File: config.mk
export PLATFORM = sky130hd
export DESIGN_NAME = mapper_konami
export DESIGN_NICKNAME = d
export VERILOG_FILES = /design/src/logic/cart_pkg.sv /design/src/logic/mapper_konami.sv
export SDC_FILE = /design/constraint.sdc
export NUM_CORES = 1
export LEC_CHECK = 0
export BUFFER_PORTS_ARGS = -buffer_cell sky130_fd_sc_hd__clkbuf_2
export CORE_UTILIZATION = 44
export CTS_BUF_LIST = sky130_fd_sc_hd__clkbuf_16
export CTS_CLUSTER_SIZE = 10
export DETAILED_ROUTE_END_ITERATION = 7
export PLACE_DENSITY_LB_ADDON = 0.15
export SLEW_MARGIN = 30
export SYNTH_ARGS = -nofsm -noshare
export SYNTH_HDL_FRONTEND = slang
export SYNTH_SLANG_ARGS = --single-unit
File: constraint.sdc
create_clock -name cpu_bus -period 1.6 [get_ports cpu_bus]
set_input_delay 0.24 -clock cpu_bus [delete_from_list [all_inputs] [get_ports cpu_bus]]
set_output_delay 0.24 -clock cpu_bus [all_outputs]
set_load 0.005 [all_outputs]
File: src/logic/cart_pkg.sv
// Shared types for the cartridge slot
// CPU bus, mapper request and ROM load structs, mapper type enum, memory sizes
package cart_pkg;

    // Memory geometry
    localparam int MEM_AW  = 27;                   // Mapper output address width
    localparam int ROM_AW  = 17;                   // 128 KB ROM, 16 banks of 8K
    localparam int SRAM_AW = 13;                   // 8 KB battery SRAM

    localparam logic [MEM_AW-1:0] ADDR_IDLE = {MEM_AW{1'b1}};  // Address when no mapper is active

    // Mapper selection, one per slot configuration
    typedef enum logic [1:0] {
        MAPPER_NONE   = 2'd0,                      // Slot empty
        MAPPER_GM2    = 2'd1,                      // GameMaster2 with SRAM
        MAPPER_KONAMI = 2'd2,                      // Konami, no SCC
        MAPPER_ASCII8 = 2'd3                       // ASCII 8K banks
    } mapper_typ_e;

    // One CPU memory cycle
    // Strobes are single-cycle, no wait states
    typedef struct packed {
        logic [15:0] addr;                         // Z80 address
        logic [7:0]  data;                         // Write data
        logic        mreq;                         // Memory request
        logic        rd;                           // Read strobe
        logic        wr;                           // Write strobe
    } cpu_req_t;

    // Request of one mapper towards slot memory
    typedef struct packed {
        logic [MEM_AW-1:0] addr;                   // ADDR_IDLE when idle
        logic              ram_cs;                 // ROM image select
        logic              sram_cs;                // Battery SRAM select
        logic              rnw;                    // Low only for SRAM write
    } mapper_out_t;

    // One byte of the ROM image from the loader
    typedef struct packed {
        logic              valid;                  // Byte present this cycle
        logic [MEM_AW-1:0] addr;                   // Image offset
        logic [7:0]        data;                   // Image byte
    } load_t;

    // Sizes as seen by the mappers
    // 8K bank window, 13 address bits below the bank number
    // GameMaster2 SRAM pages are 4K, selected by bank bit 5
    // Konami and ASCII8 forward the full 6-bit bank number
    // GameMaster2 keeps only bank bits 3:0 for ROM

endpackage

File: src/logic/mapper_konami.sv
// Konami mapper without sound
// Fixed first 8K bank, three switchable 8K banks, ROM only
`timescale 1ns/1ps

module mapper_konami (
    input  logic                  cpu_bus,
    input  logic                  arst_n,
    input  cart_pkg::cpu_req_t    bus,
    input  cart_pkg::mapper_typ_e typ,
    output cart_pkg::mapper_out_t out
);
    import cart_pkg::*;

    logic       cs;                              // Konami active and mreq
    logic       win_mapped;
    logic [5:0] bank1, bank2, bank3;
    logic [5:0] bank_sel;

    assign cs         = (typ == MAPPER_KONAMI) && bus.mreq;
    assign win_mapped = bus.addr[15] ^ bus.addr[14];

    // Register written anywhere in its own 8K window
    always_ff @(posedge cpu_bus or negedge arst_n) begin
        if (!arst_n) begin
            bank1 <= 6'd1;
            bank2 <= 6'd2;
            bank3 <= 6'd3;
        end else if (cs && bus.wr) begin
            case (bus.addr[15:13])
                3'b011:  bank1 <= bus.data[5:0];  // 6000h-7FFFh
                3'b100:  bank2 <= bus.data[5:0];  // 8000h-9FFFh
                3'b101:  bank3 <= bus.data[5:0];  // A000h-BFFFh
                default: ;
            endcase
        end
    end

    always_comb begin
        case (bus.addr[15:13])
            3'b011:  bank_sel = bank1;
            3'b100:  bank_sel = bank2;
            3'b101:  bank_sel = bank3;
            default: bank_sel = 6'd0;            // 4000h stays on bank 0
        endcase
    end

    // Reads only, full bank number forwarded
    always_comb begin
        out.ram_cs  = cs && win_mapped && bus.rd;
        out.sram_cs = 1'b0;                      // No SRAM on this board
        out.rnw     = 1'b1;
        out.addr    = out.ram_cs ? {{(MEM_AW-19){1'b0}}, bank_sel, bus.addr[12:0]}
                                 : ADDR_IDLE;
    end

endmodule

==> results.md <==
- Synth top area share: 31.43%
- Final period util: 93.76%
- Synth Area in Compound Gates: 6.397%
- CP peak stage delay: 370 ps
- GRT Util Overall: 19.34%
- Status: complete, no violations
- Worst setup SP type: flop
- Drt pass-1 iters: 4
- Layout cells sized above 1: 67.11%
- Multiplexer share of the synthesized area: 26.26%
- Syn avg cell area: 11.49 um^2
- PortBufs: 56
- Rows: 17
- CP endpoint kind: output port
- Clk buf depth: 2
- Total CTS buffers: 3
- Hold Crit Class: primary input to flop
- Clock skew: 0 ps
- Antenna diodes: 0
- Sequential-to-total area share from yosys stat: 40.85%
- Final ANT Viol Nets: 0
- Die Width: 52.34 um
- Post-Synth Simple-Gate Area: 13.36%
- Vias in the first global route: 845
- P&R area growth vs syn: 34.34%
- CP max FO: 2
- Gp weighted congestion: 0.6974
- Netlist cell types: 23
- Adder-cell share of the synthesized area: 1.122%
- First-pass GRT wire length: 3795 um
- Hold Slack: 254.4 ps
- Count leader, synth: mux2_2
- Crit-path cells: mux2_2, a22oi_1, o21ai_1, clkbuf_2
- Top FF cell, synth: dfrtp_1
- Postcts setup bufs: 0
- Crit path DAT: 1260 ps
- FF-to-FF path depth: 1
- Drt via density: 5.017
- Clk sinks: 18
- I/O pins: 61
- Synthesized net count: 129
- RSZ-0062 raised after global routing: no
- Main combinational cell family by area after synthesis: multiplexers
- Setup TNS after final layout: 0 ps
- DRC viols: 0
- Register bit total from synthesis: 18
- XOR/XNOR Fraction of Synth Area: 0%
- Grt total ovfl: 0
- CTS clk-pin slew, worst paths: 50 ps
- Crit path required time: 1360 ps
- Count of final max-slew check failures: 0
- Final setup vio count: 0
- Post-synth top area cell: dfrtp_1
- CTS tree: built
- Slowest-stage cell, CP: dfrtp_1
- Static Leak: 0.7404 nW
- Largest net degree at the start of global routing: 19
- Final hold vios: 0
- Core area: 2297 um^2
- Vias: 903
- Mapped Cells: 97
- Netlist Area Pre-Place: 1115 um^2
- Die ar.: 2739 um^2
- Type of the worst setup path: flop to output port
- Maximum vdd drop: 0.0008443 V
- Fmax: 666.6 MHz
- Final #Nets: 185
- DRT Wirelength: 2467 um
- Dpl hpwl: 1959 um
- Initial antenna violation count: 0
- EDFF count, synth: 0
- Min cycle time layout: 1500 ps
- Initial cell density of the core: 48.53%
- Syn. warnings: 0
- Commonest cells post-synth: mux2_2 (18), dfrtp_1 (14), or3_1 (13)
- Die H: 52.34 um
- Avg WL per Cell: 13.71 um
- Worst skew pair latency: 250 ps
- Max cap viols: 0
- # H-tree levels: 1
- Hold Path Depth: 2
- PwrDens: 850.8 nW/um^2
- Iteration-0 DRC Markers: 6
- Async S/R FF share, synth: 100.0%
- Top cells by area, synth: dfrtp_1 (31%), mux2_2 (18%), dfstp_2 (9.4%), mux2_4 (8.1%), or3_1 (7.3%)
- Root buffer cell: clkbuf_16
layer usage:
layer | vias to the layer above | part of all wire (%) | track usage [%]
li1 | 451 | - | -
met1 | 433 | 43 | 23.24
met2 | 16 | 53 | 33.33
met3 | 3 | 3.3 | 5.507
met5 | - | 0 | 0
met4 | 0 | 0.41 | 5.263
final timing paths:
check | slack (ps) | to | startpoint
setup / recovery | 100 | out[21] | bank2[5]$_DFFE_PN0P_
hold / removal | 250 | bank1[1]$_DFFE_PN0P_ | bus[4]
setup reg to reg | 820 | bank1[4]$_DFFE_PN0P_ | bank1[4]$_DFFE_PN0P_
hold reg to reg | 500 | bank3[4]$_DFFE_PN0P_ | bank3[4]$_DFFE_PN0P_
max in group asynchronous | 790 | bank3[1]$_DFFE_PN1P_ | arst_n
min in group asynchronous | 470 | bank1[1]$_DFFE_PN0P_ | arst_n
logic make-up after synthesis:
family                   count (synthesis)
adder cells (fa/ha/maj)                  1
AO/OA/AOI/OAI                           11
buffers and inverters                   18
flip-flops                              18
AND/OR/NAND/NOR                         23
other                                    2
multiplexers                            24
cell usage in the layout, fill, tap and decap left out:
| master | synthesis | routed |
|---|---|---|
| or3_1 | 13 | 13 |
| inv_1 | 2 | 3 |
| and2_4 | 1 | 1 |
| nand3_1 | 1 | 1 |
| nor2b_1 | 1 | 1 |
| dfstp_2 | 4 | 4 |
| nand2_1 | 1 | 1 |
| clkbuf_16 | 0 | 3 |
| nand4b_1 | 1 | 1 |
| mux2_4 | 6 | 6 |
| and3b_2 | 0 | 1 |
| a32oi_1 | 1 | 1 |
| a22oi_1 | 5 | 5 |
| buf_6 | 3 | 1 |
| and3b_1 | 2 | 1 |
| clkbuf_2 | 0 | 56 |
| ha_4 | 0 | 1 |
| nor2_2 | 0 | 2 |
| buf_4 | 9 | 9 |
| o21ai_1 | 0 | 1 |
| mux2_2 | 18 | 18 |
| dlygate4sd3_1 | 0 | 1 |
| conb_1 | 2 | 2 |
| dfrtp_1 | 14 | 14 |
| and4b_1 | 1 | 1 |
| o21ai_0 | 5 | 4 |
sequential cells by signal, summed over array words and instances, names as in the netlist:
register	cells
bank1	6
bank2	6
bank3	6
metrics by stage:
stage	area, um^2	setup slack (ps)	utilization [%]	total power [mW]	cells
CTS	1478	2.398	64.32	1.280	180
detailed placement	1389	4.710	60.46	0.7747	175
global placement	1389	36.84	60.46	0.7634	175
finish	1498	99.89	65.20	1.274	180
floorplan	1117	72.27	-	0.6916	97
global route	1498	9.246	65.20	1.335	180
critical path: cells and delay by family, from the launching register on:
kind	cells	cell delay (ps)
AO/OA/AOI/OAI	2	260
flip-flops	1	370
buffers and inverters	1	120
multiplexers	1	260
final cells by class:
type / instances / area [um^2]
clock buffers: 3 / 75.07
clock inverters: 1 / 3.754
fillers: 190 / 799.5
inverters: 2 / 7.507
multi-input cells: 61 / 551.8
flip-flops and latches: 18 / 455.4
well taps: 28 / 35.03
repair buffers: 67 / 369.1
power by group:
part / total, mW / switching (mW) / internal, mW
Sequential: 0.556 / 0.0302 / 0.526
Combinational: 0.219 / 0.0838 / 0.135
Clock: 0.499 / 0.167 / 0.332
what timing repair did:
item / in CTS / in global routing
resized for setup: 0 / 5
hold buffers: 1 / 0
setup endpoints to repair: 0 / 18
endpoints found under the hold margin: 14 / 0
Power figures use the tool's default switching activity.
