--- src/logic/cart_pkg.sv ---
// Shared types for the cartridge slot
// CPU bus, mapper request and ROM load structs, mapper type enum, memory sizes
package cart_pkg;

    // Memory geometry
    localparam int MEM_AW  = 27;                   // Mapper output address width
    localparam int ROM_AW  = 17;                   // 128 KB ROM, 16 banks of 8K
    localparam int SRAM_AW = 13;                   // 8 KB battery SRAM

    localparam logic [MEM_AW-1:0] ADDR_IDLE = {MEM_AW{1'b1}};  // Address when no mapper is active

    // Mapper selection, one per slot configuration
    typedef enum logic [1:0] {
        MAPPER_NONE   = 2'd0,                      // Slot empty
        MAPPER_GM2    = 2'd1,                      // GameMaster2 with SRAM
        MAPPER_KONAMI = 2'd2,                      // Konami, no SCC
        MAPPER_ASCII8 = 2'd3                       // ASCII 8K banks
    } mapper_typ_e;

    // One CPU memory cycle
    // Strobes are single-cycle, no wait states
    typedef struct packed {
        logic [15:0] addr;                         // Z80 address
        logic [7:0]  data;                         // Write data
        logic        mreq;                         // Memory request
        logic        rd;                           // Read strobe
        logic        wr;                           // Write strobe
    } cpu_req_t;

    // Request of one mapper towards slot memory
    typedef struct packed {
        logic [MEM_AW-1:0] addr;                   // ADDR_IDLE when idle
        logic              ram_cs;                 // ROM image select
        logic              sram_cs;                // Battery SRAM select
        logic              rnw;                    // Low only for SRAM write
    } mapper_out_t;

    // One byte of the ROM image from the loader
    typedef struct packed {
        logic              valid;                  // Byte present this cycle
        logic [MEM_AW-1:0] addr;                   // Image offset
        logic [7:0]        data;                   // Image byte
    } load_t;

    // Sizes as seen by the mappers
    // 8K bank window, 13 address bits below the bank number
    // GameMaster2 SRAM pages are 4K, selected by bank bit 5
    // Konami and ASCII8 forward the full 6-bit bank number
    // GameMaster2 keeps only bank bits 3:0 for ROM

endpackage

--- src/logic/mapper_ascii8.sv ---
// ASCII8 mapper
// Four switchable 8K banks, select registers in 2K regions at 6000h-7FFFh
`timescale 1ns/1ps

module mapper_ascii8 (
    input  logic                  cpu_bus,
    input  logic                  arst_n,
    input  cart_pkg::cpu_req_t    bus,
    input  cart_pkg::mapper_typ_e typ,
    output cart_pkg::mapper_out_t out
);
    import cart_pkg::*;

    logic            cs;
    logic            win_mapped;                 // 4000h-BFFFh
    logic            reg_wr;                     // Write into 6000h-7FFFh
    logic [3:0][5:0] bank;                       // One per window, 4000h first
    logic [1:0]      win_idx;                    // Window of current address
    logic [5:0]      bank_sel;

    assign cs         = (typ == MAPPER_ASCII8) && bus.mreq;
    assign win_mapped = bus.addr[15] ^ bus.addr[14];
    assign reg_wr     = cs && bus.wr && (bus.addr[15:13] == 3'b011);

    // 6000h, 6800h, 7000h, 7800h map onto addr[12:11]
    always_ff @(posedge cpu_bus or negedge arst_n) begin
        if (!arst_n) begin
            bank <= '0;                          // All windows start on bank 0
        end else if (reg_wr) begin
            bank[bus.addr[12:11]] <= bus.data[5:0];
        end
    end

    // 010 -> 0, 011 -> 1, 100 -> 2, 101 -> 3 inside the mapped range
    assign win_idx  = {bus.addr[15], bus.addr[13]};
    assign bank_sel = bank[win_idx];

    always_comb begin
        out.ram_cs  = cs && win_mapped && bus.rd;
        out.sram_cs = 1'b0;
        out.rnw     = 1'b1;                      // ROM is read only
        if (out.ram_cs) begin
            out.addr = {{(MEM_AW-19){1'b0}}, bank_sel, bus.addr[12:0]};
        end else begin
            out.addr = ADDR_IDLE;
        end
    end

endmodule

--- config.mk ---
export PLATFORM = sky130hd
export DESIGN_NAME = mapper_ascii8
export DESIGN_NICKNAME = d
export VERILOG_FILES = /design/src/logic/cart_pkg.sv /design/src/logic/mapper_ascii8.sv
export SDC_FILE = /design/constraint.sdc
export NUM_CORES = 1
export LEC_CHECK = 0
export BUFFER_PORTS_ARGS = -buffer_cell sky130_fd_sc_hd__buf_2
export CAP_MARGIN = 20
export CORE_AREA = 2 2 59 61
export CTS_CLUSTER_DIAMETER = 150
export DETAILED_ROUTE_END_ITERATION = 7
export DIE_AREA = 0 0 61 63
export PLACE_DENSITY_LB_ADDON = 0.12
export SYNTH_ARGS = -nofsm -noshare
export SYNTH_HDL_FRONTEND = slang
export SYNTH_SLANG_ARGS = --single-unit
--- constraint.sdc ---
create_clock -name cpu_bus -period 2.15 [get_ports cpu_bus]
set_clock_uncertainty 0.05 [all_clocks]
set_input_delay 0.43 -clock cpu_bus [delete_from_list [all_inputs] [get_ports cpu_bus]]
set_output_delay 0.43 -clock cpu_bus [all_outputs]
set_load 0.01 [all_outputs]
==> flow_metrics.env <==
export IMPL_outcome="complete, no violations"
export IMPL_critPathArrivalTime_ns=1.50
export IMPL_yosysTopAreaCell="dfrtp_1"
export IMPL_place_ws_ns=0.148
export IMPL_use_met2=0.282
export IMPL_worstMarginPinSlew_ns=0.525
export IMPL_wl_per_cell_um=14.2
export IMPL_hold_path_class="input pin to async pin"
export IMPL_fin_util=0.532
export IMPL_ctsHoldBuffers=0
export IMPL_dp_cells=193
export IMPL_root_buffer="clkbuf_4"
export IMPL_top_usage_layer="met2"
export IMPL_yosys_warnings=0
export IMPL_place_hpwl_mm=2.25
export IMPL_vias=941
export IMPL_met3_usage=0.0207
export IMPL_portBuffers=56
export IMPL_design_area_mm2=0.00172
export IMPL_ios=61
export IMPL_fmax_mhz=505
export IMPL_clock_sinks=24
export IMPL_setup_viol=0
export IMPL_grt_pass1_wl_mm=4.40
export IMPL_powerDensity_mw_per_mm2=540
export IMPL_postSynthCellCount=100
export IMPL_p_clk_frac=0.347
export IMPL_synth_top_cell_area_share=0.432
export IMPL_post_cts_resized=0
export IMPL_finalPower_mw=0.929
export IMPL_reg_top3="bank x24"
export IMPL_crit_type="input pin to primary output"
export IMPL_synth_enable_flop_cells=0
export IMPL_timing_final_crit_period_ns=1.98
export IMPL_drt_iter0_markers=26
export IMPL_track_usage=0.158
export IMPL_ys_seq_area_frac=0.432
export IMPL_stdcell_count=197
export IMPL_async_flop_share=1.00
export IMPL_routed_wirelength_mm=2.79
export IMPL_grt_max_degree=25
export IMPL_yosysMostFrequentCell="dfrtp_1"
export IMPL_combPwrFrac=0.133
export IMPL_switching_share=0.217
export IMPL_rsz0062_at_grt="no"
export IMPL_clk_pin_slew_ns=0.14
export IMPL_fin_ws_ns=0.168
export IMPL_synth_ff_type="dfrtp_1"
export IMPL_n_fill_cell=297
export IMPL_cp_required_ns=1.67
export IMPL_dieArea_mm2=0.00384
export IMPL_final_antenna_net_count=0
export IMPL_hold_violations=0
export IMPL_antennaDiodeCount=0
export IMPL_synthTopCellsByArea="dfrtp_1 (43%), mux2_2 (15%), mux4_2 (9.7%)"
export IMPL_final_max_slew_viol_count=0
export IMPL_worst_path_max_fanout=7
export IMPL_rows=21
export IMPL_ys_ff_latch=24
export IMPL_first_pass_iters=4
export IMPL_switchingPower_mw=0.202
export IMPL_met1_usage=0.191
export IMPL_fin_crit_sh=0.922
export IMPL_ys_top_cells_by_count="dfrtp_1 (24), mux2_2 (18), nand2b_1 (17), buf_4 (10)"
export IMPL_syn_area_per_cell_um2=13.9
export IMPL_synth_cell_types=18
export IMPL_core_area_mm2=0.00323
export IMPL_syn2layout_area_growth_pct=23.6
export IMPL_finalSetupTns_ns=0
export IMPL_p_leak_nw=0.821
export IMPL_grt_antenna_before_repair=0
export IMPL_clock_path_buffers=2
export IMPL_fin_nets=183
export IMPL_crit_path_start_kind="input pin"
export IMPL_syn_nets=131
export IMPL_whs_ns=0.0213
export IMPL_layout_drive_gt1_share=0.689
export IMPL_grt_pass1_vias=942
export IMPL_gp_congestion=0.693
export IMPL_via_per_inst=4.78
export IMPL_p_int_mw=0.727
export IMPL_cp_end_kind="primary output"
export IMPL_postPlaceCellArea_mm2=0.00167
export IMPL_drc=0
export IMPL_pwr_share_seq=0.520
export IMPL_slew_headroom=0.650
export IMPL_initial_utilization=0.431
export IMPL_die_y_um=63
export IMPL_die_x_um=61
export IMPL_top_register="bank"
export IMPL_syn_area_mm2=0.00139
export IMPL_cts_htree_levels=1
export IMPL_cts_setup_buffers=0
export IMPL_clock_latency_ns=0.30
export IMPL_cts_made_buffers=3
export IMPL_overflow=0
export IMPL_cap_violations=0
export IMPL_largest_reg_flops=24
export IMPL_tritoncts="done"
export IMPL_vdd_ir_drop_worst_uv=333
==> cell type report <==
type | instances | area [µm²] | share of cell area
Multi-Input combinational cell | 59 | 679 | 0.395
Sequential cell | 24 | 601 | 0.349
Timing Repair Buffer | 61 | 318 | 0.185
Tap cell | 46 | 57.6 | 0.0335
Clock inverter | 1 | 30.0 | 0.0175
Clock buffer | 3 | 22.5 | 0.0131
Inverter | 3 | 11.3 | 0.00655
==> power groups by stage <==
stage                     Clock (mW)  Sequential (mW)  Combinational (mW)
after floorplan                    0            0.488              0.0765
after global placement             0            0.490               0.123
after detailed placement           0            0.492               0.127
after CTS                      0.332            0.483               0.127
after global routing           0.357            0.486               0.137
final                          0.323            0.483               0.124
==> final timing paths <==
kind | from | end | slack (ns) | depth (start not counted)
setup / recovery | bus[24] | out[18] | 0.17 | 4
hold / removal | arst_n | bank[3]$_DFFE_PN0P_ | 0.02 | 1
setup reg to reg | bank[23]$_DFFE_PN0P_ | bank[23]$_DFFE_PN0P_ | 1.33 | 1
hold reg to reg | bank[15]$_DFFE_PN0P_ | bank[15]$_DFFE_PN0P_ | 0.47 | 1
max in group asynchronous | arst_n | bank[9]$_DFFE_PN0P_ | 1.67 | 1
min in group cpu_bus | bus[4] | bank[13]$_DFFE_PN0P_ | 0.33 | 2
==> cell families (layout without fill, tap and decap cells) <==
| kind of cell | after synthesis | after routing | synth area share |
|---|---|---|---|
| xor+xnor | 1 | 1 | 0.00630 |
| buf+inv | 17 | 68 | 0.0836 |
| flops | 24 | 24 | 0.432 |
| mux | 30 | 30 | 0.308 |
| other cells | 2 | 2 | 0.00540 |
| simple gates | 26 | 26 | 0.165 |
==> critical path: stages <==
cell	delay, ns
buf_2	0.25
mux4_2	0.53
nand2b_1	0.15
buf_2	0.14
==> layer usage <==
layer / wire length [µm] / up-vias / share of wire
met4: 21 / 0 / 0.0075
met1: 1100 / 450 / 0.39
met5: 0 / - / 0
met2: 1430 / 49 / 0.51
li1: - / 440 / -
met3: 239 / 2 / 0.086
==> cells in the final DEF, fill, tap and decap left out, types with 2 or more instances in the layout <==
cell type / netlist / layout
mux2_2: 18 / 18
nand2_1: 2 / 2
conb_1: 2 / 2
dfrtp_1: 24 / 24
buf_2: 0 / 56
nand2b_1: 17 / 17
clkbuf_4: 0 / 3
inv_2: 2 / 2
buf_4: 10 / 5
mux2_4: 6 / 6
nor4_4: 3 / 3
mux4_2: 6 / 6
Power figures use the tool's default switching activity.
