<file path="config.mk">
export PLATFORM = sky130hd
export DESIGN_NAME = mapper_gamemaster2
export DESIGN_NICKNAME = d
export VERILOG_FILES = /design/src/logic/cart_pkg.sv /design/src/logic/mapper_gamemaster2.sv
export SDC_FILE = /design/constraint.sdc
export NUM_CORES = 1
export LEC_CHECK = 0
export ABC_AREA = 1
export BUFFER_PORTS_ARGS = -buffer_cell sky130_fd_sc_hd__buf_2
export CAP_MARGIN = 20
export CORE_MARGIN = 1.5
export CORE_UTILIZATION = 23
export CTS_BUF_LIST = sky130_fd_sc_hd__clkbuf_4 sky130_fd_sc_hd__clkbuf_8 sky130_fd_sc_hd__clkbuf_16
export CTS_CLUSTER_SIZE = 8
export DETAILED_ROUTE_END_ITERATION = 7
export PLACE_DENSITY = 0.42
export SLEW_MARGIN = 30
export SYNTH_ARGS = -nofsm -noshare
export SYNTH_HDL_FRONTEND = slang
export SYNTH_SLANG_ARGS = --single-unit
</file>
<file path="constraint.sdc">
create_clock -name cpu_bus -period 2.9 [get_ports cpu_bus]
set_input_delay 0.29 -clock cpu_bus [delete_from_list [all_inputs] [get_ports cpu_bus]]
set_output_delay 0.29 -clock cpu_bus [all_outputs]
set_load 0.05 [all_outputs]
</file>
<file path="src/logic/cart_pkg.sv">
// Shared types for the cartridge slot
// CPU bus, mapper request and ROM load structs, mapper type enum, memory sizes
package cart_pkg;

    // Memory geometry
    localparam int MEM_AW  = 27;                   // Mapper output address width
    localparam int ROM_AW  = 17;                   // 128 KB ROM, 16 banks of 8K
    localparam int SRAM_AW = 13;                   // 8 KB battery SRAM

    localparam logic [MEM_AW-1:0] ADDR_IDLE = {MEM_AW{1'b1}};  // Address when no mapper is active

    // Mapper selection, one per slot configuration
    typedef enum logic [1:0] {
        MAPPER_NONE   = 2'd0,                      // Slot empty
        MAPPER_GM2    = 2'd1,                      // GameMaster2 with SRAM
        MAPPER_KONAMI = 2'd2,                      // Konami, no SCC
        MAPPER_ASCII8 = 2'd3                       // ASCII 8K banks
    } mapper_typ_e;

    // One CPU memory cycle
    // Strobes are single-cycle, no wait states
    typedef struct packed {
        logic [15:0] addr;                         // Z80 address
        logic [7:0]  data;                         // Write data
        logic        mreq;                         // Memory request
        logic        rd;                           // Read strobe
        logic        wr;                           // Write strobe
    } cpu_req_t;

    // Request of one mapper towards slot memory
    typedef struct packed {
        logic [MEM_AW-1:0] addr;                   // ADDR_IDLE when idle
        logic              ram_cs;                 // ROM image select
        logic              sram_cs;                // Battery SRAM select
        logic              rnw;                    // Low only for SRAM write
    } mapper_out_t;

    // One byte of the ROM image from the loader
    typedef struct packed {
        logic              valid;                  // Byte present this cycle
        logic [MEM_AW-1:0] addr;                   // Image offset
        logic [7:0]        data;                   // Image byte
    } load_t;

    // Sizes as seen by the mappers
    // 8K bank window, 13 address bits below the bank number
    // GameMaster2 SRAM pages are 4K, selected by bank bit 5
    // Konami and ASCII8 forward the full 6-bit bank number
    // GameMaster2 keeps only bank bits 3:0 for ROM

endpackage

</file>
<file path="src/logic/mapper_gamemaster2.sv">
// GameMaster2 mapper
// Three switchable 8K ROM banks, SRAM pages selected by bank bit 4
`timescale 1ns/1ps

module mapper_gamemaster2 (
    input  logic                  cpu_bus,       // CPU clock
    input  logic                  arst_n,
    input  cart_pkg::cpu_req_t    bus,
    input  cart_pkg::mapper_typ_e typ,
    output cart_pkg::mapper_out_t out
);
    import cart_pkg::*;

    logic       mapper_en;                       // Slot configured as GM2
    logic       cs;                              // Access to this mapper
    logic       win_mapped;                      // 4000h-BFFFh
    logic [5:0] bank1, bank2, bank3;             // Switchable bank numbers
    logic [5:0] bank_sel;                        // Bank for current window
    logic       sram_en;
    logic       sram_wr;
    logic [MEM_AW-1:0] rom_addr;
    logic [MEM_AW-1:0] sram_addr;

    assign mapper_en  = (typ == MAPPER_GM2);
    assign cs         = mapper_en && bus.mreq;
    assign win_mapped = bus.addr[15] ^ bus.addr[14];  // Pages 1 and 2 only

    // Bank registers, written anywhere in the 4K region
    always_ff @(posedge cpu_bus or negedge arst_n) begin
        if (!arst_n) begin
            bank1 <= 6'd1;
            bank2 <= 6'd2;
            bank3 <= 6'd3;
        end else if (cs && bus.wr) begin
            case (bus.addr[15:12])
                4'h6:    bank1 <= bus.data[5:0];
                4'h8:    bank2 <= bus.data[5:0];
                4'hA:    bank3 <= bus.data[5:0];
                default: ;                       // Other writes ignored
            endcase
        end
    end

    // Window decode
    always_comb begin
        case (bus.addr[15:13])
            3'b010:  bank_sel = 6'd0;            // 4000h fixed
            3'b011:  bank_sel = bank1;           // 6000h
            3'b100:  bank_sel = bank2;           // 8000h
            default: bank_sel = bank3;           // A000h, unmapped masked later
        endcase
    end

    // ROM keeps bank bits 3:0, SRAM uses bit 5 as 4K page
    assign rom_addr  = {{(MEM_AW-17){1'b0}}, bank_sel[3:0], bus.addr[12:0]};
    assign sram_addr = {{(MEM_AW-13){1'b0}}, bank_sel[5], bus.addr[11:0]};

    assign sram_en = bank_sel[4];
    // Only Bxxxh writes reach the SRAM
    // Axxxh writes go to the bank register only
    assign sram_wr = bus.wr && (bus.addr[15:12] == 4'hB);

    always_comb begin
        out.ram_cs  = cs && win_mapped && !sram_en && bus.rd;
        out.sram_cs = cs && win_mapped && sram_en;
        out.rnw     = !(out.sram_cs && sram_wr);
        if (out.sram_cs) begin
            out.addr = sram_addr;
        end else if (out.ram_cs) begin
            out.addr = rom_addr;
        end else begin
            out.addr = ADDR_IDLE;                // Nothing selected
        end
    end

endmodule

</file>
==> results of run 1 <==
-- cells in the mapped netlist, types with 2 or more instances --
| library cell | n | area (µm²) |
|---|---|---|
| buf_4 | 9 | 67.6 |
| nand3_4 | 2 | 35.0 |
| ha_1 | 2 | 25.0 |
| buf_2 | 2 | 10.0 |
| nand2_2 | 2 | 12.5 |
| nor2_2 | 3 | 18.8 |
| nand4_1 | 2 | 12.5 |
| inv_1 | 30 | 113 |
| dfrtp_1 | 14 | 350 |
| o21ai_0 | 18 | 90.1 |
| inv_2 | 2 | 7.51 |
| nor2_1 | 9 | 33.8 |
| dfstp_2 | 4 | 105 |
| nand2_4 | 12 | 135 |
| nand2_1 | 46 | 173 |
| nand3_1 | 14 | 70.1 |
-- layer usage --
layer  wire [µm]  global-route usage  share of wire  vias up
li1            -                   -              -      623
met2        1390               0.173           0.44       34
met5           0                   0              0        -
met3         148              0.0174          0.047        4
met1        1600               0.144           0.50      535
met4          31              0.0268         0.0098        0
-- registers in the layout, indices dropped and copies added, names as in the netlist --
signal  flops
bank3       6
bank2       6
bank1       6
-- area by class of cell --
cell class	count	area (µm²)	area share
multi-input cells	112	623	0.380
well taps	72	90.1	0.0550
flip-flops and latches	18	455	0.278
repair buffers	59	300	0.183
inverters	32	120	0.0733
clock buffers	4	48.8	0.0298
-- power groups by stage --
stage	Clock (mW)	Sequential [mW]	Combinational, mW
2_1_floorplan	0	0.287	0.0832
3_3_place_gp	0	0.290	0.121
3_5_place_dp	0	0.290	0.121
4_1_cts	0.201	0.286	0.123
5_1_grt	0.216	0.288	0.135
6_report	0.195	0.285	0.120
-- kinds of logic after synthesis --
family / after synthesis
flops: 18
simple gates: 92
compound gates: 18
buf+inv: 44
fa+ha+maj: 2
-- layout by cell type, fill, tap and decap left out, drive strengths merged --
cell type     n
nand2        60
dfrtp        14
buf          58
clkbuf        4
dfstp         4
nor2         12
nor3b         1
inv          32
nand4         2
nand3        16
o21ai        18
dlygate4sd3   1
nor3          1
ha            2
-- path summary, 6_finish.rpt --
check                          from  endpoint  depth (start not counted)
max reg2reg                bank3[1]  bank3[1]                          2
min in group asynchronous    arst_n  bank1[4]                          2
min                          bus[4]  bank2[1]                          3
min reg2reg                bank2[1]  bank2[1]                          2
max                         bus[25]   out[20]                         10
max in group asynchronous    arst_n  bank2[1]                          2
-- worst min-delay path, cell delays in order --
cell,delay (ns)
buf_2,0.10
nand2_1,0.05
nand2_1,0.05
==> impl_results.md, run 1 <==
* Tot Pwr at 600 µW
* TNS Setup at 0 ns
* Required time of the critical path at 2.61 ns
* Die span in x at 78.1 µm
* DR iter-0 viols at 27
* Max_slew headroom at 0.695
* CP cell instances: buf_2, inv_1, ha_1, inv_1, nand2_1, nor2_2, nand3_4, nand2_4, inv_2, buf_2
* Clk sinks at 18
* Diode count at 0
* Largest net degree at the start of global routing at 19
* Setup slack at placement at 0.742 ns
* CTS tree: yes
* Rows at 27
* Fmax at 468 MHz
* WP buf/inv at 5
* Final std cells w/o fill at 297
* CTS resizes at 0
* Fin crit share at 0.737
* Vias per Instance at 4.03
* Clock root buffer: clkbuf_8
* WS Path Type: input port to output pin
* Post-route clock skew at 0 ns
* PnR worst setup slack at 0.763 ns
* Cell Area, Placed at 0.00158 mm²
* Cts hold-fix bufs at 1
* Post-synth EDFFs at 0
* Final Max Slew Viols at 0
* Register area share after synthesis at 0.351
* Leakage at 0.929 nW
* Initial Utilization at 0.237
* Setup Fix Bufs, Post-CTS at 0
* Simple logic cell fraction of the synthesized area at 0.392
* Critical Path AT at 1.85 ns
* Via count at 1,196
* Switch Pwr at 179 µW
* Post-Synth XOR/XNOR Area at 0
* Power Density at 367 mW/mm²
* Main synth FF type: dfrtp_1
* Ys async rst share at 1.00
* Max FO, Critical Path at 13
* Post-route design area at 0.00164 mm²
* Syn avg cell area at 7.45 µm²
* Synth Register Bits at 18
* Total of warnings raised by yosys at 0
* Global-route wire length before repair at 5.00 mm
* Final Hold Vio Count at 0
* Status: finished clean
* Layout area overhead at 26.4%
* Initial antenna violation count at 0
* Fin util at 0.299
* Fraction of layout cells with a size suffix above 1 at 0.391
* Num CTS Buffers at 3
* Die Footprint at 0.00609 mm²
* Die Y at 78.1 µm
* Detailed Place HPWL at 2.44 mm
* Clock power share at 0.324
* Post-synthesis mux area share at 0
* RSZ-0062 raised after global routing: false
* Clock Tree Buf Depth at 2
* Crit path launch type: input port
* Reg2reg setup slack at 2.14 ns
* Clk_lat worst skew at 0.25 ns
* Worst hold margin at 0.243 ns
* CP max stage delay at 0.28 ns
* Post-Route WL at 3.16 mm
* Input/output buffers at 58
* Class of the worst hold path: input port to flop
* Final setup viols at 0
* Logic pwr share at 0.201
* Global route total overflow at 0
* Adder-cell share of the synthesized area at 0.0193
* Compound-Gate Fraction of Synth Area at 0.0695
* H-tree depth at 1
* Post-DRT Antenna Nets at 0
* Sequential Power Share at 0.475
* Dpl cells at 292
* Top delay family on crit path: simple AND/OR/NAND/NOR gates
* Netlist cell types at 19
* GRT Util Overall at 0.106
* Core area at 0.00547 mm²
* Peak VDD IR at 0.000172 V
* Internal at 421 µW
* Placer congestion estimate at 0.695
* Largest family of logic cells by synthesized area: simple AND/OR/NAND/NOR gates
* WL per Instance at 10.7 µm
* CP Capture Type: output pin
* Switching Fraction at 0.298
* Synthesized area at 0.00130 mm²
* Worst Max-Slew Pin Slew at 0.457 ns
* Synthesized net count at 207
* I/O pin cnt at 61
* DR DRC count at 0
* Post-Syn Instances at 174
* Max Cap Violations at 0
* Reg clk slew, reported paths at 0.07 ns
* Fillers at 627
* Number of global-route vias before repair at 1,062
* First drt pass iteration count at 2
* Min Clock Period, post-route at 2.14 ns
* Slowest-stage cell, CP: ha_1
* Final #Nets at 259
No activity file was read; power rests on OpenSTA's default activity.
==> inputs of run 2 (changes only) <==
--- a/config.mk
+++ b/config.mk
@@ -13,7 +13,7 @@
 export CTS_BUF_LIST = sky130_fd_sc_hd__clkbuf_4 sky130_fd_sc_hd__clkbuf_8 sky130_fd_sc_hd__clkbuf_16
 export CTS_CLUSTER_SIZE = 8
 export DETAILED_ROUTE_END_ITERATION = 7
-export PLACE_DENSITY = 0.42
+export PLACE_DENSITY = 0.44
 export SLEW_MARGIN = 30
 export SYNTH_ARGS = -nofsm -noshare
 export SYNTH_HDL_FRONTEND = slang
==> constraint.sdc (replaced) <==
create_clock -name cpu_bus -period 1.8 [get_ports cpu_bus]
set_input_delay 0.18 -clock cpu_bus [delete_from_list [all_inputs] [get_ports cpu_bus]]
set_output_delay 0.18 -clock cpu_bus [all_outputs]
set_load 0.05 [all_outputs]
==> run 2 against run 1 <==
Net effect: non-clock buffer count up 8; utilization up 2.9 points; sequential cell count unchanged; final area up 9.7%; sequential share of layout area down 2.5 points; count of clock-buffer cells in the layout unchanged; clock power up 58%; first-iteration DRC count up 15%; worst setup slack worse by 0.67 ns.
==> impl_results.md, run 2 (synthesized netlist as in run 1, its figures left out) <==
* Status: finished clean
* Layout area overhead at 38.6%
* Internal at 693 µW (+65%)
* Largest regs: bank1 x6, bank2 x6, bank3 x6
* Global route total overflow at 0 (unchanged)
* Placer congestion estimate at 0.744 (+7.1%)
* Initial antenna violation count at 0 (unchanged)
* Rows at 27 (unchanged)
* DR iter-0 viols at 31 (+15%)
* Switch Pwr at 288 µW (+61%)
* Post-route design area at 0.00180 mm² (+9.7%)
* Max Cap Violations at 0 (unchanged)
* Die Footprint at 0.00609 mm² (unchanged)
* Sequential Power Share at 0.469 (-0.006)
* Input/output buffers at 58 (unchanged)
* Peak VDD IR at 0.000352 V (+100%)
* Clock Tree Buf Depth at 2 (unchanged)
* Final Max Slew Viols at 0 (unchanged)
* DR DRC count at 0 (unchanged)
* Tot Pwr at 981 µW (+63%)
* Fmax at 585 MHz
* Grt met3 use at 0.0128 (-0.00465)
* Via count at 1,199 (+0.25%)
* Crit path launch type: flop
* Fin crit share at 0.950
* WS Path Type: flop to output pin
* Fraction of layout cells with a size suffix above 1 at 0.412 (+0.0209)
* CTS tree: yes
* Vias per Instance at 3.93 (-2.4%)
* Critical Path AT at 1.53 ns (-0.32 ns)
* Switching Fraction at 0.293 (-0.00510)
* Final Hold Vio Count at 0 (unchanged)
* Number of global-route vias before repair at 1,127 (+6.1%)
* CP Capture Type: output pin
* Post-route clock skew at 0 ns (unchanged)
* Clk_lat worst skew at 0.25 ns (about the same)
* Largest net degree at the start of global routing at 19 (unchanged)
* Busiest grt layer: met2
* Num CTS Buffers at 3 (unchanged)
* Final setup viols at 0 (unchanged)
* Die Y at 78.1 µm (unchanged)
* Reg clk slew, reported paths at 0.07 ns (about the same)
* I/O pin cnt at 61 (unchanged)
* Worst Max-Slew Pin Slew at 0.475 ns (+0.0181 ns)
* Clock root buffer: clkbuf_8
* Global-route wire length before repair at 5.15 mm (+3.0%)
* Met2 Track Usage GR at 0.170 (-0.00348)
* Class of the worst hold path: input port to flop
* Power Density at 546 mW/mm² (+49%)
* Max FO, Critical Path at 4 (-9)
* H-tree depth at 1 (unchanged)
* RSZ-0062 raised after global routing: true
* Fin util at 0.328 (+0.0290)
* Cell Area, Placed at 0.00166 mm² (+5.4%)
* Post-Route WL at 3.28 mm (+3.8%)
* Die span in x at 78.1 µm (unchanged)
* Core area at 0.00547 mm² (unchanged)
* Initial Utilization at 0.237 (unchanged)
* Leakage at 1.03 nW (+11%)
* Post-DRT Antenna Nets at 0 (unchanged)
* Detailed Place HPWL at 2.51 mm (+3.2%)
* First drt pass iteration count at 4 (+2)
* Commonest non-fill, non-tap cell in the layout: nand2_1
* WL per Instance at 10.8 µm (+1.0%)
* Required time of the critical path at 1.62 ns (-0.99 ns)
* Max_slew headroom at 0.683 (-0.0121)
* Clk sinks at 18 (unchanged)
* GRT Util Overall at 0.107 (+0.00150)
* Clock power share at 0.315 (-0.009)
* Logic pwr share at 0.216 (+0.015)
* Highest-count cells in the layout ignoring fill and taps: nand2_1 (46), buf_2 (33), inv_1 (30)
* Final #Nets at 267 (+3.1%)
* GR Util met1 at 0.150 (+0.00582)
* Min Clock Period, post-route at 1.71 ns
* Diode count at 0 (unchanged)
* Fillers at 612 (-2.4%)
run 2: cell types whose count changed in the layout (fill, tap and decap cells not counted), sizes merged:
cell	previous run	this run
clkbuf	4	16
buf	58	54
run 2: stage by stage:
step | setup slack (ns) | std cells | hold WS, ns | TNS, ns
5_1_grt | -0.0312 | 305 | 0.148 | -0.0640
4_1_cts | 0.0295 | 305 | 0.126 | 0
3_3_place_gp | 0.102 | 300 | 0.144 | 0
3_5_place_dp | 0.105 | 300 | 0.138 | 0
2_1_floorplan | -0.0894 | 174 | -0.116 | -0.309
6_report | 0.0904 | 305 | 0.131 | 0
run 2: final cells by class:
cell class                      instances  area, µm²  share of cell area
Clock buffer                            4       48.8              0.0272
Inverter                               32        120              0.0669
Multi-Input combinational cell        112        623               0.347
Sequential cell                        18        455               0.253
Tap cell                               72       90.1              0.0501
Timing Repair Buffer                   67        459               0.256
run 2: timing repair:
item                                   CTS  global route
setup endpoints to repair                0            26
endpoints found under the hold margin   14             0
hold buffers                             1             0
setup buffers                            0             0
resized for setup                        0            41
run 2: routing by layer:
layer / part of all wire / vias to the layer above
met5: 0 / -
li1: - / 636
met1: 0.50 / 526
met3: 0.047 / 2
met2: 0.44 / 35
met4: 0.0067 / 0
run 2: path summary, 6_finish.rpt:
path	to	slack [ns]	startpoint	depth (start not counted)
min in group asynchronous	bank2[2]	0.39	arst_n	2
max	out[17]	0.09	bank1[4]	8
min	bank2[1]	0.13	bus[4]	3
min reg2reg	bank2[1]	0.49	bank2[1]	2
max reg2reg	bank1[0]	1.05	bank1[0]	2
max in group asynchronous	bank2[1]	1.09	arst_n	2
run 2: critical path, stage by stage, from the launching register on:
cell	delay, ns
dfrtp_1	0.38
nand4_1	0.09
nand2_1	0.07
inv_2	0.10
nand3_4	0.08
buf_4	0.17
nor2_1	0.12
nor2_1	0.05
clkbuf_4	0.21
run 2: power by group through the flow:
stage | Combinational (mW) | Clock [mW] | Sequential (mW)
floorplan | 0.134 | 0 | 0.463
global placement | 0.205 | 0 | 0.467
detailed placement | 0.206 | 0 | 0.468
CTS | 0.208 | 0.322 | 0.461
global route | 0.236 | 0.336 | 0.464
finish | 0.211 | 0.309 | 0.460
==> inputs of run 3 (changes only) <==
--- a/config.mk
+++ b/config.mk
@@ -8,6 +8,7 @@
 export ABC_AREA = 1
 export BUFFER_PORTS_ARGS = -buffer_cell sky130_fd_sc_hd__buf_2
 export CAP_MARGIN = 20
+export CORE_ASPECT_RATIO = 2
 export CORE_MARGIN = 1.5
 export CORE_UTILIZATION = 23
 export CTS_BUF_LIST = sky130_fd_sc_hd__clkbuf_4 sky130_fd_sc_hd__clkbuf_8 sky130_fd_sc_hd__clkbuf_16
==> run 3 against run 2 <==
Net effect: non-clock buffer count did not move; die area rose by 0.46%; worst setup slack worse by 0.015 ns; final area shrank 1.1%; utilization is 0.051 points lower; sequential share of layout area up 0.29 points; sequential cell count stayed put; global-route usage rose by 1.0 points; clock power grew 6%; register-to-register slack worse by 0.02 ns; maximum frequency fell by 0.86%.
==> impl_results.md, run 3 (synthesized netlist as in run 1, its figures left out) <==
* Status: finished clean
* PnR worst setup slack at 0.0756 ns (-0.0148 ns)
* Power Density at 563 mW/mm² (+3.1%)
* Vias per Instance at 4.20 (+7.0%)
* Slowest-stage cell, CP: dfrtp_1
* Largest net degree at the start of global routing at 19 (unchanged)
* WS Path Type: flop to output pin
* First drt pass iteration count at 4 (unchanged)
* Global-route wire length before repair at 5.57 mm (+8.2%)
* CP Capture Type: output pin
* Hold Path Origin: bus[3]
* Die Footprint at 0.00612 mm² (+0.46%)
* Initial antenna violation count at 0 (unchanged)
* Die span in x at 56.1 µm (-28%)
* Reg2reg start: bank3[0]
* Fmax at 580 MHz (-0.86%)
* Fraction of layout cells with a size suffix above 1 at 0.412 (unchanged)
* Tot Pwr at 1000 µW (+1.9%)
* CP max stage delay at 0.38 ns (about the same)
* Clk sinks at 18 (unchanged)
* H-tree depth at 1 (unchanged)
* Worst hold path depth at 3 (unchanged)
* R2R cell count at 2 (unchanged)
* Post-DRT Antenna Nets at 0 (unchanged)
* WL per Instance at 11.4 µm (+6.2%)
* Core area at 0.00542 mm² (-0.96%)
* Post-route clock skew at 0 ns (unchanged)
* Reg2reg setup slack at 1.03 ns (-0.02 ns)
* Highest-count cells in the layout ignoring fill and taps: nand2_1 (46), buf_2 (39), inv_1 (30)
* Max_slew headroom at 0.687 (+0.00454)
* Commonest non-fill, non-tap cell in the layout: nand2_1
* Fillers at 595 (-2.8%)
* Clk_lat worst skew at 0.25 ns (about the same)
* Logic pwr share at 0.212 (-0.004)
* Final #Nets at 267 (unchanged)
* Fin crit share at 0.958 (+0.00823)
* Final setup viols at 0 (unchanged)
* I/O pin cnt at 61 (unchanged)
* Post-Route WL at 3.35 mm (+2.0%)
* CP cell instances: nand4_1, nand2_1, inv_2, nand2_4, nand2_4, nand2_4, inv_2, clkbuf_4
* Min Clock Period, post-route at 1.72 ns (+0.0148 ns)
* Largest regs: bank1 x6, bank2 x6, bank3 x6
* Sequential Power Share at 0.460 (-0.009)
* Global route total overflow at 0 (unchanged)
* Clock root buffer: clkbuf_8
* Setup slack at placement at 0.0517 ns (-0.0529 ns)
* DR DRC count at 0 (unchanged)
* Placer congestion estimate at 0.730 (-1.8%)
* Input/output buffers at 58 (unchanged)
* Diode count at 0 (unchanged)
* Final Max Slew Viols at 0 (unchanged)
* Reg-to-reg endpoint: bank3[0]
* Switching Fraction at 0.285 (-0.00805)
* Hold Path End: bank2[0]
* Final Hold Vio Count at 0 (unchanged)
* Via count at 1,232 (+2.8%)
* CTS tree: yes
* Num CTS Buffers at 3 (unchanged)
* Internal at 715 µW (+3.1%)
* Reg clk slew, reported paths at 0.07 ns (about the same)
* Max Cap Violations at 0 (unchanged)
* Required time of the critical path at 1.62 ns (about the same)
* Leakage at 1.02 nW (-0.75%)
* Layout area overhead at 37.1%
* Rows at 38 (+41%)
* Switch Pwr at 285 µW (-0.88%)
* GRT Util Overall at 0.117 (+0.00997)
* Crit path launch type: flop
* Die Y at 109 µm (+40%)
* Initial Utilization at 0.239 (+0.00230)
* DR iter-0 viols at 49 (+58%)
* Clock Tree Buf Depth at 2 (unchanged)
* Max FO, Critical Path at 10 (+6)
* Class of the worst hold path: input port to flop
* Critical Path AT at 1.54 ns (about the same)
* Detailed Place HPWL at 2.87 mm (+14%)
* Number of global-route vias before repair at 1,217 (+8.0%)
* Clock power share at 0.328 (+0.013)
* Critical path's most frequent cell: nand2_4
* Peak VDD IR at 0.000417 V (+19%)
* RSZ-0062 raised after global routing: true
* Worst Max-Slew Pin Slew at 0.468 ns (-0.00680 ns)
* Setup Fix Bufs, Post-CTS at 0 (unchanged)
-- run 3: cell type report --
type / count / area, µm² / area share
multi-input combinational: 112 / 623 / 0.351
sequential: 18 / 455 / 0.256
timing repair buffer: 67 / 448 / 0.252
inverter: 32 / 120 / 0.0676
tap: 60 / 75.1 / 0.0423
clock buffer: 4 / 55.1 / 0.0310
-- run 3: critical path: cells and delay by family, from the launching register on --
kind | cells | cell delay, ns
buffers and inverters | 3 | 0.49
flip-flops | 1 | 0.38
AND/OR/NAND/NOR | 5 | 0.42
-- run 3: what timing repair did --
action	in CTS	in global routing
gates resized for setup	5	27
endpoints found under the setup margin	5	18
hold buffers	1	0
endpoints found under the hold margin	14	0
-- run 3: how the worst max path moves through the flow --
stage / endpoint / start / depth (start not counted) / slack [ns]
global placement: out[7] / bus[25] / 11 / 0.07
floorplan: out[16] / bus[25] / 8 / -0.09
global route: out[21] / bank1[4] / 8 / -0.03
CTS: out[14] / bank2[4] / 9 / 0.002
finish: out[21] / bank1[4] / 8 / 0.08
detailed placement: out[7] / bus[25] / 11 / 0.05
-- run 3: stage by stage --
stage	TNS, ns	util	hold slack (ns)	cell area (µm²)	instances
floorplan	-0.309	-	-0.116	1300	174
global route	-0.0822	0.328	0.144	1780	293
detailed placement	0	0.304	0.139	1650	288
global placement	0	0.304	0.135	1650	288
finish	0	0.328	0.142	1780	293
CTS	0	0.319	0.140	1730	293
-- run 3: power by group through the flow --
stage / Combinational [mW] / Clock, mW / Sequential, mW
floorplan: 0.134 / 0 / 0.463
CTS: 0.212 / 0.342 / 0.461
global placement: 0.207 / 0 / 0.467
detailed placement: 0.209 / 0 / 0.468
finish: 0.212 / 0.327 / 0.460
global route: 0.236 / 0.360 / 0.465
-- run 3: metal layers --
layer,global-route usage,vias to the layer above,part of all wire
met4,0.0459,0,0.013
met3,0.0154,2,0.064
met1,0.104,541,0.35
met2,0.250,50,0.58
li1,-,639,-
met5,0,-,0
